[config.mk]
export PLATFORM = sky130hd
export DESIGN_NAME = spmv_pe
export DESIGN_NICKNAME = d
export VERILOG_FILES = /design/src/verilog/spmv_pkg.sv /design/src/verilog/std_fifo.sv /design/src/verilog/mem_request_gen.sv /design/src/verilog/mem_request_issuer.sv /design/src/verilog/pe_op_ring.sv /design/src/verilog/spmv_pe.sv
export SDC_FILE = /design/constraint.sdc
export NUM_CORES = 2
export LEC_CHECK = 0
export BUFFER_PORTS_ARGS = -buffer_cell sky130_fd_sc_hd__buf_4
export CORE_MARGIN = 2
export CORE_UTILIZATION = 43
export CTS_BUF_LIST = sky130_fd_sc_hd__clkbuf_4
export DETAILED_ROUTE_END_ITERATION = 12
export GPL_TIMING_DRIVEN = 0
export SETUP_SLACK_MARGIN = 0.02
export SYNTH_ARGS = -nofsm -noshare
export SYNTH_HDL_FRONTEND = slang
export SYNTH_SLANG_ARGS = --single-unit
[constraint.sdc]
create_clock -name clk -period 10.2 [get_ports clk]
set_input_delay 2.04 -clock clk [delete_from_list [all_inputs] [get_ports clk]]
set_output_delay 2.04 -clock clk [all_outputs]
set_load 0.1 [all_outputs]
[src/verilog/spmv_pkg.sv]
package spmv_pkg;

    // bus widths
    localparam int ADDR_W = 48;
    localparam int DATA_W = 64;
    localparam int COL_W = 32;
    localparam int ELEM_BYTES = 8;

    // opcode word layout
    localparam int OP_CODE_LSB = 0;
    localparam int OP_CODE_W = 4;
    localparam int OP_PE_LSB = 4;
    localparam int OP_PE_W = 8;
    localparam int OP_IDX_LSB = 12;
    localparam int OP_IDX_W = 4;
    localparam int OP_DATA_LSB = 16;

    // working register indices, REG_COUNT doubles as the register count
    localparam int REG_Y_ADDR = 0;
    localparam int REG_Y_END = 1;
    localparam int REG_X_BASE = 2;
    localparam int REG_COUNT = 3;

    // packed request is {d_or_tag, addr, st, ld}
    localparam int REQ_W = DATA_W + ADDR_W + 2;

    localparam int FIFO_DEPTH = 32;
    localparam int FIFO_ALMOST_FULL = 4;

    localparam int STEADY_IDLE_CYCLES = 32;

    typedef enum logic [OP_CODE_W-1:0] {
        OP_NOP    = 4'd0,
        OP_RST    = 4'd1,
        OP_LD     = 4'd2,
        OP_READ   = 4'd3,
        OP_STEADY = 4'd4,
        OP_RETURN = 4'd5
    } op_code_e;

    typedef enum logic {
        ST_IDLE,
        ST_STEADY
    } pe_state_e;

endpackage

[src/verilog/std_fifo.sv]
`timescale 1ns/1ps

module std_fifo #(
    parameter int width = 64,
    parameter int depth = 32,
    parameter int almost_full_count = 4
) (
    input  logic             clk,
    input  logic             rst,
    input  logic             push,
    input  logic             pop,
    input  logic [width-1:0] d,
    output logic [width-1:0] q,
    output logic             empty,
    output logic             full,
    output logic             almost_full
);

    logic [width-1:0]             mem [depth];
    logic [$clog2(depth)-1:0]     wr_ptr;
    logic [$clog2(depth)-1:0]     rd_ptr;
    logic [$clog2(depth + 1)-1:0] count;
    logic [$clog2(depth + 1)-1:0] count_next;
    logic                         do_push;
    logic                         do_pop;

    assign empty = count == 0;
    assign full = count == depth;
    assign do_push = push && !full;
    assign do_pop = pop && !empty;

    // show-ahead head entry
    assign q = mem[rd_ptr];

    always_comb begin
        count_next = count;
        if (do_push && !do_pop) begin
            count_next = count + 1'b1;
        end else if (do_pop && !do_push) begin
            count_next = count - 1'b1;
        end
    end

    always_ff @(posedge clk) begin
        if (rst) begin
            wr_ptr <= '0;
            rd_ptr <= '0;
            count <= '0;
            almost_full <= 1'b0;
        end else begin
            if (do_push) begin
                wr_ptr <= (wr_ptr == depth - 1) ? '0 : wr_ptr + 1'b1;
            end
            if (do_pop) begin
                rd_ptr <= (rd_ptr == depth - 1) ? '0 : rd_ptr + 1'b1;
            end
            count <= count_next;
            // rises with almost_full_count entries still free
            almost_full <= count_next >= depth - almost_full_count;
        end
    end

    always_ff @(posedge clk) begin
        if (do_push) begin
            mem[wr_ptr] <= d;
        end
    end

endmodule

[src/verilog/mem_request_gen.sv]
`timescale 1ns/1ps

module mem_request_gen (
    input  logic                        clk,
    input  logic                        rst,
    input  logic                        soft_rst,
    input  logic                        val_push,
    input  logic [spmv_pkg::DATA_W-1:0] val,
    input  logic                        col_push,
    input  logic [spmv_pkg::COL_W-1:0]  col,
    input  logic [spmv_pkg::ADDR_W-1:0] y_addr,
    input  logic                        y_at_end,
    input  logic [spmv_pkg::ADDR_W-1:0] x_base,
    input  logic                        fifo_almost_full,
    output logic                        val_stall,
    output logic                        col_stall,
    output logic                        store_taken,
    output logic                        fifo_push,
    output logic [spmv_pkg::REQ_W-1:0]  fifo_d
);
    import spmv_pkg::*;

    logic              val_acc;
    logic              col_acc;
    logic [ADDR_W-1:0] load_addr;
    logic              hold_valid;
    logic [ADDR_W-1:0] hold_addr;
    logic              req_valid;
    logic              req_st;
    logic [ADDR_W-1:0] req_addr;
    logic [DATA_W-1:0] req_d;

    assign val_stall = fifo_almost_full;
    assign col_stall = hold_valid || fifo_almost_full;
    assign val_acc = val_push && !val_stall;
    assign col_acc = col_push && !col_stall;

    // values past y_end are accepted and dropped
    assign store_taken = val_acc && !y_at_end;
    assign load_addr = x_base + ADDR_W'(col) * ADDR_W'(ELEM_BYTES);

    // store first, then a held load, then a fresh load
    always_comb begin
        req_valid = 1'b1;
        req_st = 1'b0;
        req_addr = load_addr;
        req_d = DATA_W'(1);
        if (store_taken) begin
            req_st = 1'b1;
            req_addr = y_addr;
            req_d = val;
        end else if (hold_valid) begin
            req_addr = hold_addr;
        end else if (!col_acc) begin
            req_valid = 1'b0;
        end
    end

    always_ff @(posedge clk) begin
        if (rst || soft_rst) begin
            hold_valid <= 1'b0;
            fifo_push <= 1'b0;
        end else begin
            fifo_push <= req_valid;
            // hold only fills when a store took the slot
            hold_valid <= store_taken && (hold_valid || col_acc);
        end
    end

    always_ff @(posedge clk) begin
        if (col_acc) begin
            hold_addr <= load_addr;
        end
        fifo_d <= {req_d, req_addr, req_st, !req_st};
    end

endmodule

[src/verilog/mem_request_issuer.sv]
`timescale 1ns/1ps

module mem_request_issuer (
    input  logic                        clk,
    input  logic                        rst,
    input  logic                        req_mem_stall,
    input  logic [spmv_pkg::REQ_W-1:0]  fifo_q,
    input  logic                        fifo_empty,
    output logic                        fifo_pop,
    output logic                        req_mem_ld,
    output logic                        req_mem_st,
    output logic [spmv_pkg::ADDR_W-1:0] req_mem_addr,
    output logic [spmv_pkg::DATA_W-1:0] req_mem_d_or_tag
);
    import spmv_pkg::*;

    logic stall_r;

    assign fifo_pop = !fifo_empty && !stall_r;

    always_ff @(posedge clk) begin
        if (rst) begin
            stall_r <= 1'b0;
            req_mem_ld <= 1'b0;
            req_mem_st <= 1'b0;
        end else begin
            stall_r <= req_mem_stall;
            // strobes only in the cycle after a pop
            req_mem_ld <= fifo_pop && fifo_q[0];
            req_mem_st <= fifo_pop && fifo_q[1];
        end
    end

    always_ff @(posedge clk) begin
        req_mem_addr <= fifo_q[2 +: ADDR_W];
        req_mem_d_or_tag <= fifo_q[2 + ADDR_W +: DATA_W];
    end

endmodule

[src/verilog/pe_op_ring.sv]
`timescale 1ns/1ps

module pe_op_ring #(
    parameter int pe_id = 0
) (
    input  logic                        clk,
    input  logic                        rst,
    input  logic [spmv_pkg::DATA_W-1:0] op_in,
    input  logic                        busy_in,
    input  logic                        store_taken,
    input  logic                        fifo_empty,
    output logic [spmv_pkg::DATA_W-1:0] op_out,
    output logic                        busy_out,
    output logic [spmv_pkg::ADDR_W-1:0] y_addr,
    output logic                        y_at_end,
    output logic [spmv_pkg::ADDR_W-1:0] x_base,
    output logic                        soft_rst
);
    import spmv_pkg::*;

    logic [DATA_W-1:0]   op_s1;
    logic [DATA_W-1:0]   op_next;
    logic [ADDR_W-1:0]   regs [REG_COUNT];
    op_code_e            code;
    logic [OP_IDX_W-1:0] idx;
    logic                targeted;
    logic                idx_valid;
    logic                ld_hit;
    logic                read_hit;
    logic                steady_hit;
    logic                rst_hit;
    pe_state_e           state;
    logic [$clog2(STEADY_IDLE_CYCLES):0] idle_cnt;
    logic                idle;
    logic                busy_in_r;

    // decode happens on the first pipeline stage
    assign code = op_code_e'(op_s1[OP_CODE_LSB +: OP_CODE_W]);
    assign idx = op_s1[OP_IDX_LSB +: OP_IDX_W];
    // top bit of the PE field is broadcast
    assign targeted = op_s1[OP_PE_LSB + OP_PE_W - 1] ||
                      (op_s1[OP_PE_LSB +: OP_PE_W] == OP_PE_W'(pe_id));
    assign idx_valid = idx < REG_COUNT;

    assign ld_hit = targeted && code == OP_LD && idx_valid;
    assign read_hit = targeted && code == OP_READ && idx_valid;
    assign steady_hit = targeted && code == OP_STEADY;
    assign rst_hit = targeted && code == OP_RST;

    assign y_addr = regs[REG_Y_ADDR];
    assign x_base = regs[REG_X_BASE];
    assign y_at_end = regs[REG_Y_ADDR] == regs[REG_Y_END];

    // READ is answered in the same ring slot
    always_comb begin
        op_next = op_s1;
        if (read_hit) begin
            op_next[OP_CODE_LSB +: OP_CODE_W] = OP_RETURN;
            op_next[OP_PE_LSB +: OP_PE_W] = OP_PE_W'(pe_id);
            op_next[OP_DATA_LSB +: ADDR_W] = regs[idx[1:0]];
        end
    end

    always_ff @(posedge clk) begin
        if (rst) begin
            op_s1 <= DATA_W'(OP_NOP);
            op_out <= DATA_W'(OP_NOP);
        end else begin
            op_s1 <= op_in;
            op_out <= op_next;
        end
    end

    // LD wins over the store advance in the working registers
    always_ff @(posedge clk) begin
        if (rst) begin
            soft_rst <= 1'b0;
            for (int i = 0; i < REG_COUNT; i++) begin
                regs[i] <= '0;
            end
        end else begin
            soft_rst <= rst_hit;
            if (store_taken) begin
                regs[REG_Y_ADDR] <= regs[REG_Y_ADDR] + ADDR_W'(ELEM_BYTES);
            end
            if (ld_hit) begin
                regs[idx[1:0]] <= op_s1[OP_DATA_LSB +: ADDR_W];
            end
            if (rst_hit) begin
                for (int i = 0; i < REG_COUNT; i++) begin
                    regs[i] <= '0;
                end
            end
        end
    end

    // steady ends once the y stream is done and nothing is queued
    assign idle = y_at_end && fifo_empty;

    always_ff @(posedge clk) begin
        if (rst) begin
            state <= ST_IDLE;
            idle_cnt <= '0;
        end else begin
            if (state == ST_STEADY) begin
                if (!idle) begin
                    idle_cnt <= '0;
                end else if (idle_cnt == STEADY_IDLE_CYCLES - 1) begin
                    state <= ST_IDLE;
                    idle_cnt <= '0;
                end else begin
                    idle_cnt <= idle_cnt + 1'b1;
                end
            end
            if (steady_hit) begin
                state <= ST_STEADY;
                idle_cnt <= '0;
            end
            if (rst_hit) begin
                state <= ST_IDLE;
                idle_cnt <= '0;
            end
        end
    end

    // busy chain through two register stages
    always_ff @(posedge clk) begin
        if (rst) begin
            busy_in_r <= 1'b0;
            busy_out <= 1'b0;
        end else begin
            busy_in_r <= busy_in;
            busy_out <= busy_in_r || state == ST_STEADY;
        end
    end

endmodule

[src/verilog/spmv_pe.sv]
`timescale 1ns/1ps

module spmv_pe #(
    parameter int pe_id = 0
) (
    input  logic                        clk,
    input  logic                        rst,
    input  logic [spmv_pkg::DATA_W-1:0] op_in,
    input  logic                        busy_in,
    input  logic                        val_push,
    input  logic [spmv_pkg::DATA_W-1:0] val,
    input  logic                        col_push,
    input  logic [spmv_pkg::COL_W-1:0]  col,
    input  logic                        req_mem_stall,
    output logic [spmv_pkg::DATA_W-1:0] op_out,
    output logic                        busy_out,
    output logic                        val_stall,
    output logic                        col_stall,
    output logic                        req_mem_ld,
    output logic                        req_mem_st,
    output logic [spmv_pkg::ADDR_W-1:0] req_mem_addr,
    output logic [spmv_pkg::DATA_W-1:0] req_mem_d_or_tag
);
    import spmv_pkg::*;

    // control block to request generator
    logic [ADDR_W-1:0] y_addr;
    logic [ADDR_W-1:0] x_base;
    logic              y_at_end;
    logic              store_taken;
    logic              soft_rst;

    // request FIFO
    logic              fifo_push;
    logic [REQ_W-1:0]  fifo_d;
    logic              fifo_pop;
    logic [REQ_W-1:0]  fifo_q;
    logic              fifo_empty;
    logic              fifo_almost_full;

    pe_op_ring #(
        .pe_id(pe_id)
    ) op_ring_inst (
        .clk        (clk),
        .rst        (rst),
        .op_in      (op_in),
        .busy_in    (busy_in),
        .store_taken(store_taken),
        .fifo_empty (fifo_empty),
        .op_out     (op_out),
        .busy_out   (busy_out),
        .y_addr     (y_addr),
        .y_at_end   (y_at_end),
        .x_base     (x_base),
        .soft_rst   (soft_rst)
    );

    mem_request_gen req_gen_inst (
        .clk             (clk),
        .rst             (rst),
        .soft_rst        (soft_rst),
        .val_push        (val_push),
        .val             (val),
        .col_push        (col_push),
        .col             (col),
        .y_addr          (y_addr),
        .y_at_end        (y_at_end),
        .x_base          (x_base),
        .fifo_almost_full(fifo_almost_full),
        .val_stall       (val_stall),
        .col_stall       (col_stall),
        .store_taken     (store_taken),
        .fifo_push       (fifo_push),
        .fifo_d          (fifo_d)
    );

    // RST opcode flushes queued requests as well
    std_fifo #(
        .width            (REQ_W),
        .depth            (FIFO_DEPTH),
        .almost_full_count(FIFO_ALMOST_FULL)
    ) req_fifo_inst (
        .clk        (clk),
        .rst        (rst || soft_rst),
        .push       (fifo_push),
        .pop        (fifo_pop),
        .d          (fifo_d),
        .q          (fifo_q),
        .empty      (fifo_empty),
        .full       (),
        .almost_full(fifo_almost_full)
    );

    mem_request_issuer issuer_inst (
        .clk             (clk),
        .rst             (rst),
        .req_mem_stall   (req_mem_stall),
        .fifo_q          (fifo_q),
        .fifo_empty      (fifo_empty),
        .fifo_pop        (fifo_pop),
        .req_mem_ld      (req_mem_ld),
        .req_mem_st      (req_mem_st),
        .req_mem_addr    (req_mem_addr),
        .req_mem_d_or_tag(req_mem_d_or_tag)
    );

endmodule

# [Yosys cells after proc, flatten, opt, wreduce, memory -nomap -nowiden]
# Memories as Yosys holds them, arrays and structs flattened. A register that Yosys moved wholly into a read port is not among the register bits.
# Index checks and enable logic that the tools add are counted.
[op_classes] n_bitwise=4 order_cmp=2 addsub=7 n_div=0 n_mux=40 n_mul=0 n_eq_ne=9 reduce_logical=38 shifts=0
[ops] cell="48-bit two-way mux" n=8
[ops] cell="48-bit by 35-bit adder with 48-bit output" n=1
[ops] cell="48-bit by 4-bit adder with 48-bit output (second input constant)" n=1
[ops] cell="48-bit == test" n=1
[ops] cell="48-bit OR reduction" n=1
[ops] cell="6-bit two-way mux" n=4
[ops] cell="1-bit two-way mux" n=21
[ops] cell="5-bit two-way mux" n=4
[ops] cell="1-bit logical AND" n=18
[ops] cell="6-bit by 1-bit adder with 6-bit output (second input constant)" n=2
[ops] cell="5-bit by 1-bit adder with 5-bit output (second input constant)" n=2
[ops] cell="5-bit == test (second input constant)" n=2
[ops] cell="1-bit logical NOT" n=9
[ops] cell="4-bit by 2-bit == test with 1-bit output (second input constant)" n=2
[ops] cell="8-bit logical NOT" n=1
[ops] cell="6-bit by 5-bit == test with 1-bit output (second input constant)" n=1
[ops] cell="6-bit == test (second input constant)" n=1
[ops] cell="6-bit by 5-bit greater-or-equal comparator with 1-bit output (second input constant)" n=1
[ops] cell="6-bit logical NOT" n=1
[ops] cell="6-bit by 1-bit subtractor with 6-bit output (second input constant)" n=1
[ops] cell="1-bit logical OR" n=5
[ops] cell="4-bit by 1-bit == test with 1-bit output (second input constant)" n=1
[ops] cell="4-bit by 3-bit == test with 1-bit output (second input constant)" n=1
[ops] cell="4-bit by 2-bit less-than comparator with 1-bit output (second input constant)" n=1
[ops] cell="5 further kinds" n=10
[totals] latchBits=0 in_bits=166 elab_cells=124 mem_count=2 mem_bits_rw=3792 romBits=0 ff_bits=434
[memory_table] name="req_fifo_inst.mem" depth=32 width=114 read_ports=1 rd_clocked_by_memory_dff=1 wr=1 line="std_fifo.sv:19" rtl="logic [width-1:0] mem [depth];"
[memory_table] name="op_ring_inst.regs" depth=3 width=48 read_ports=4 rd_clocked_by_memory_dff=1 wr=3 line="pe_op_ring.sv:23" rtl="logic [ADDR_W-1:0] regs [REG_COUNT];"

# [Logic depth before layout (Yosys ltp)]
[depth] depth_word=9 ltp_mapped=12 ltp_nobuf=11

# [Hierarchy]
# Synthesis repeated with hierarchy kept, for this count alone.
[hier_totals] hier_cells=7244 hier_area_um2=162454.6
[by_module_without_submodules] module="std_fifo" cells_per_inst=5350 instances=1 area_each_um2=139023.3
[by_module_without_submodules] module="pe_op_ring" cells_per_inst=1078 instances=1 area_each_um2=13873.3
[by_module_without_submodules] module="mem_request_gen" cells_per_inst=696 instances=1 area_each_um2=7221.9
[by_module_without_submodules] module="mem_request_issuer" cells_per_inst=119 instances=1 area_each_um2=2329.7
[by_module_without_submodules] module="spmv_pe" cells_per_inst=1 instances=1 area_each_um2=6.3

# [Least setup slack after synthesis]
# OpenSTA, ideal clock, no wires.
[synth_path] kind="reg2reg" from="reg req_fifo_inst.count[0]" to="mem req_fifo_inst.mem[15][0] in the netlist's numbering, enable pin" n_path_buf=1 stages_incl_launch_ff=9 required_time_ns=9.450 synth_period_minus_slack_ns=10.422 setup_slack_ns=-0.222 arrival_time_ns=9.672 cell_sequence="dfxtp_1 inv_1 ha_1 nor4b_1 nand2_1 and2_1 clkbuf_1 nand3_1 nor3b_1"
[synth_between] elab_chain_len=5
[synth_rtl] element="start: declaration" line="std_fifo.sv:22" rtl="logic [$clog2(depth + 1)-1:0] count;"
[synth_rtl] element="start signal: assignment" line="std_fifo.sv:57" rtl="count <= count_next;"
[synth_rtl] element="6-bit == test" line="std_fifo.sv:28" rtl="assign full = count == depth;"
[synth_rtl] element="1-bit logical NOT" line="std_fifo.sv:29" rtl="assign do_push = push && !full;"
[synth_rtl] element="1-bit logical AND" line="std_fifo.sv:29"
[synth_rtl] element="1-bit two-way mux" line="std_fifo.sv:64" rtl="if (do_push) begin"
[synth_rtl] element="1-bit two-way mux (implied by the code)" line="std_fifo.sv:65" rtl="mem[wr_ptr] <= d;"
[synth_rtl] element="end: declaration" line="std_fifo.sv:19"
# No other way between the ends.

==> out/qor.csv <==
metric;value;unit
worst-path cell chain;clkbuf_1, xor2_1, nor4_1, nand4_1, nor3_1, nor3b_1, clkbuf_1, clkbuf_1, buf_2, nand2_1, o21ai_1;
gr usage total;24.8;%
Reg clk slew, reported paths;0.06;ns
worst hold slack;0.404;ns
final hold vios;0;
TritonCTS clock tree;built;
pwr dens;247;nW/um^2
Placed Area;177000;um^2
1st-iter DRT viols;10500;
WP buf/inv;4;
post-synthesis cell type count;66;
RSZ-0062 raised after global routing;no;
Pleak;0.0630;uW
# hold bufs at CTS;0;
drt wl/cell;31.4;um
crit path kind;reg2reg;
Initial Util;43.2;%
Setup crit start kind;flop;
share of layout cells above drive strength 1;39.6;%
most frequent cell after synthesis;edfxtp_1;
global-route wire length before repair;651000;um
final-report max-slew violation count;19;
Peak VDD IR;0.153;mV
Setup violations, final;0;
worst hold path class;reg2reg;
I/O pin total;347;
slowest stage cell, crit path;clkbuf_1;
Synth top area share;72.0;%
CTS buffer count;1176;
outcome;finished with violations;
Yosys Warn Count;0;
CP Capture Type;flop;
crit-path most repeated cell;clkbuf_1;
grt ovf;0;
Design Area, Final;191000;um^2
htree depth;7;
Setup Skew;0.132;ns
worst rel slew slack;-2.83;%
register area share after synthesis;76.9;%
violated checks;max-capacitance violations, max-slew violations;
CP required;11.64;ns
Area Overhead vs Synth;18.1;%
vias;86200;
Avg Vias per Cell;5.75;
DR pass1 iterations;5;
I/O Buffers;346;
core box area;375000;um^2
drt drc;0;
post-CTS setup buffers;0;
clk_lat worst skew;1.70;ns
row count;225;
die area;382000;um^2
root buffer cell;clkbuf_4;
Chip Height;618;um
post-cts resize count;0;
FF+latch count, synth;4279;
Routability Congestion;0.874;
Avg Synthesized Cell Area;22.3;um^2
post-layout min period;5.56;ns
Arr. time, crit path;7.00;ns
FMAX;180;MHz
Worst-Margin Slew;1.53;ns
Sink Count;4279;
Max clock buf depth;5;
DP HPWL;309000;um
# Max-Cap Violations;4;
Post-Syn Instances;7265;
post-synth design cell area;162000;um^2
largest net degree at the start of global routing;49;
Final Net Count;9349;
CP top delay family;buffers and inverters;
vias in the first global route;88400;
top cells by count, synth;edfxtp_1, mux4_2, dfxtp_1;
Max stage delay on crit path;1.04;ns
post-route antenna net violation count;0;
largest cells by area after synthesis;edfxtp_1, mux4_2, dfxtp_1, mux2_2, nand2_1;
CP Max Fanout;15;
Async S/R FF share, synth;0;%
Yosys top cell by area;edfxtp_1;
Most used DFF post-synth;edfxtp_1;
initial antenna violation count;46;
number of synthesized flops with an enable pin;3888;
final period utilization;54.5;%
setup TNS;0;ns
DRT Wirelength;471000;um
chip width;618;um
[area by class of cell]
class                      instances  area [um^2]
multi-input combinational       2624        36300
fill                           30100       184000
clock buffer                    1733        13000
timing repair buffer             648         8040
inverter                          26         97.6
sequential                      4279       125000
buffer                           383         1590
antenna                           46          115
clock inverter                   259         1450
tap                             4994         6250
[worst paths after layout]
check,cells after the start,slack (ns),start,endpoint
worst min register to register,1,0.40,op_ring_inst.op_s1[14]$_SDFF_PP0_,op_ring_inst.op_out[14]$_SDFF_PP0_
worst max-delay path,11,4.64,op_ring_inst.regs[0][14]$_DFFE_PP_,req_gen_inst.fifo_d[24]$_DFF_P_
worst min-delay path,1,0.40,op_ring_inst.op_s1[14]$_SDFF_PP0_,op_ring_inst.op_out[14]$_SDFF_PP0_
worst max register to register,11,4.64,op_ring_inst.regs[0][14]$_DFFE_PP_,req_gen_inst.fifo_d[24]$_DFF_P_
[state kept, by name, summed over array words and instances (netlist names), 5 cells and up, named ones only]
register,cells
op_ring_inst.op_out,64
req_gen_inst.hold_addr,48
req_fifo_inst.mem,3648
req_fifo_inst.count,6
op_ring_inst.regs,192
issuer_inst.req_mem_addr,48
op_ring_inst.op_s1,64
req_fifo_inst.rd_ptr,5
req_fifo_inst.wr_ptr,5
req_gen_inst.fifo_d,114
op_ring_inst.idle_cnt,6
issuer_inst.req_mem_d_or_tag,64
[cells in the final DEF, fill, tap and decap left out, types with 59 or more instances in the layout]
cell and n:
mux2_2 113, xor2_1 100, nor2b_1 83, clkbuf_4 1733, nand2_1 256, buf_2 98
clkbuf_1 215, and2_1 131, mux4_2 1188, buf_6 59, edfxtp_1 3888, buf_4 360
and3_1 69, a21oi_1 100, dfxtp_1 391, o21ai_1 65, buf_12 165, clkinv_1 180
[through the flow]
stage,setup WS [ns],util [%],total power (uW),cells
final,4.64,51.0,47300,15000
after global placement,-13.99,45.6,32400,12700
after CTS,4.73,51.0,47700,14900
after detailed placement,4.13,47.1,32700,13000
after global routing,4.73,51.0,49100,15000
after floorplan,0.378,-,28600,7312
[per-layer routing]
layer	share of wire, %	track usage [%]
met5	0.10	0
met4	2.8	9.31
met3	10	7.37
met2	48	38.8
met1	39	32.8
[logic make-up after synthesis]
group	share of synthesized area, %
flip-flops	76.9
XOR/XNOR	0.730
AND/OR/NAND/NOR	2.47
multiplexers	17.6
buffers and inverters	1.02
adder cells (fa/ha/maj)	0.352
AO/OA/AOI/OAI	1.01
other	0.00231
[report_power, final]
part	switching [uW]	internal, uW
Clock	6950	8140
Sequential	1250	20700
Combinational	6260	3970
Total	14500	32800
[worst register-to-register path: stages, from the launching register on]
cell	delay, ns
edfxtp_1	0.32
clkbuf_1	0.34
xor2_1	0.48
nor4_1	0.13
nand4_1	0.13
nor3_1	0.08
nor3b_1	0.63
clkbuf_1	0.87
clkbuf_1	1.05
buf_2	0.41
nand2_1	0.08
o21ai_1	0.81
Note: power is estimated with default switching activity, not from simulation.
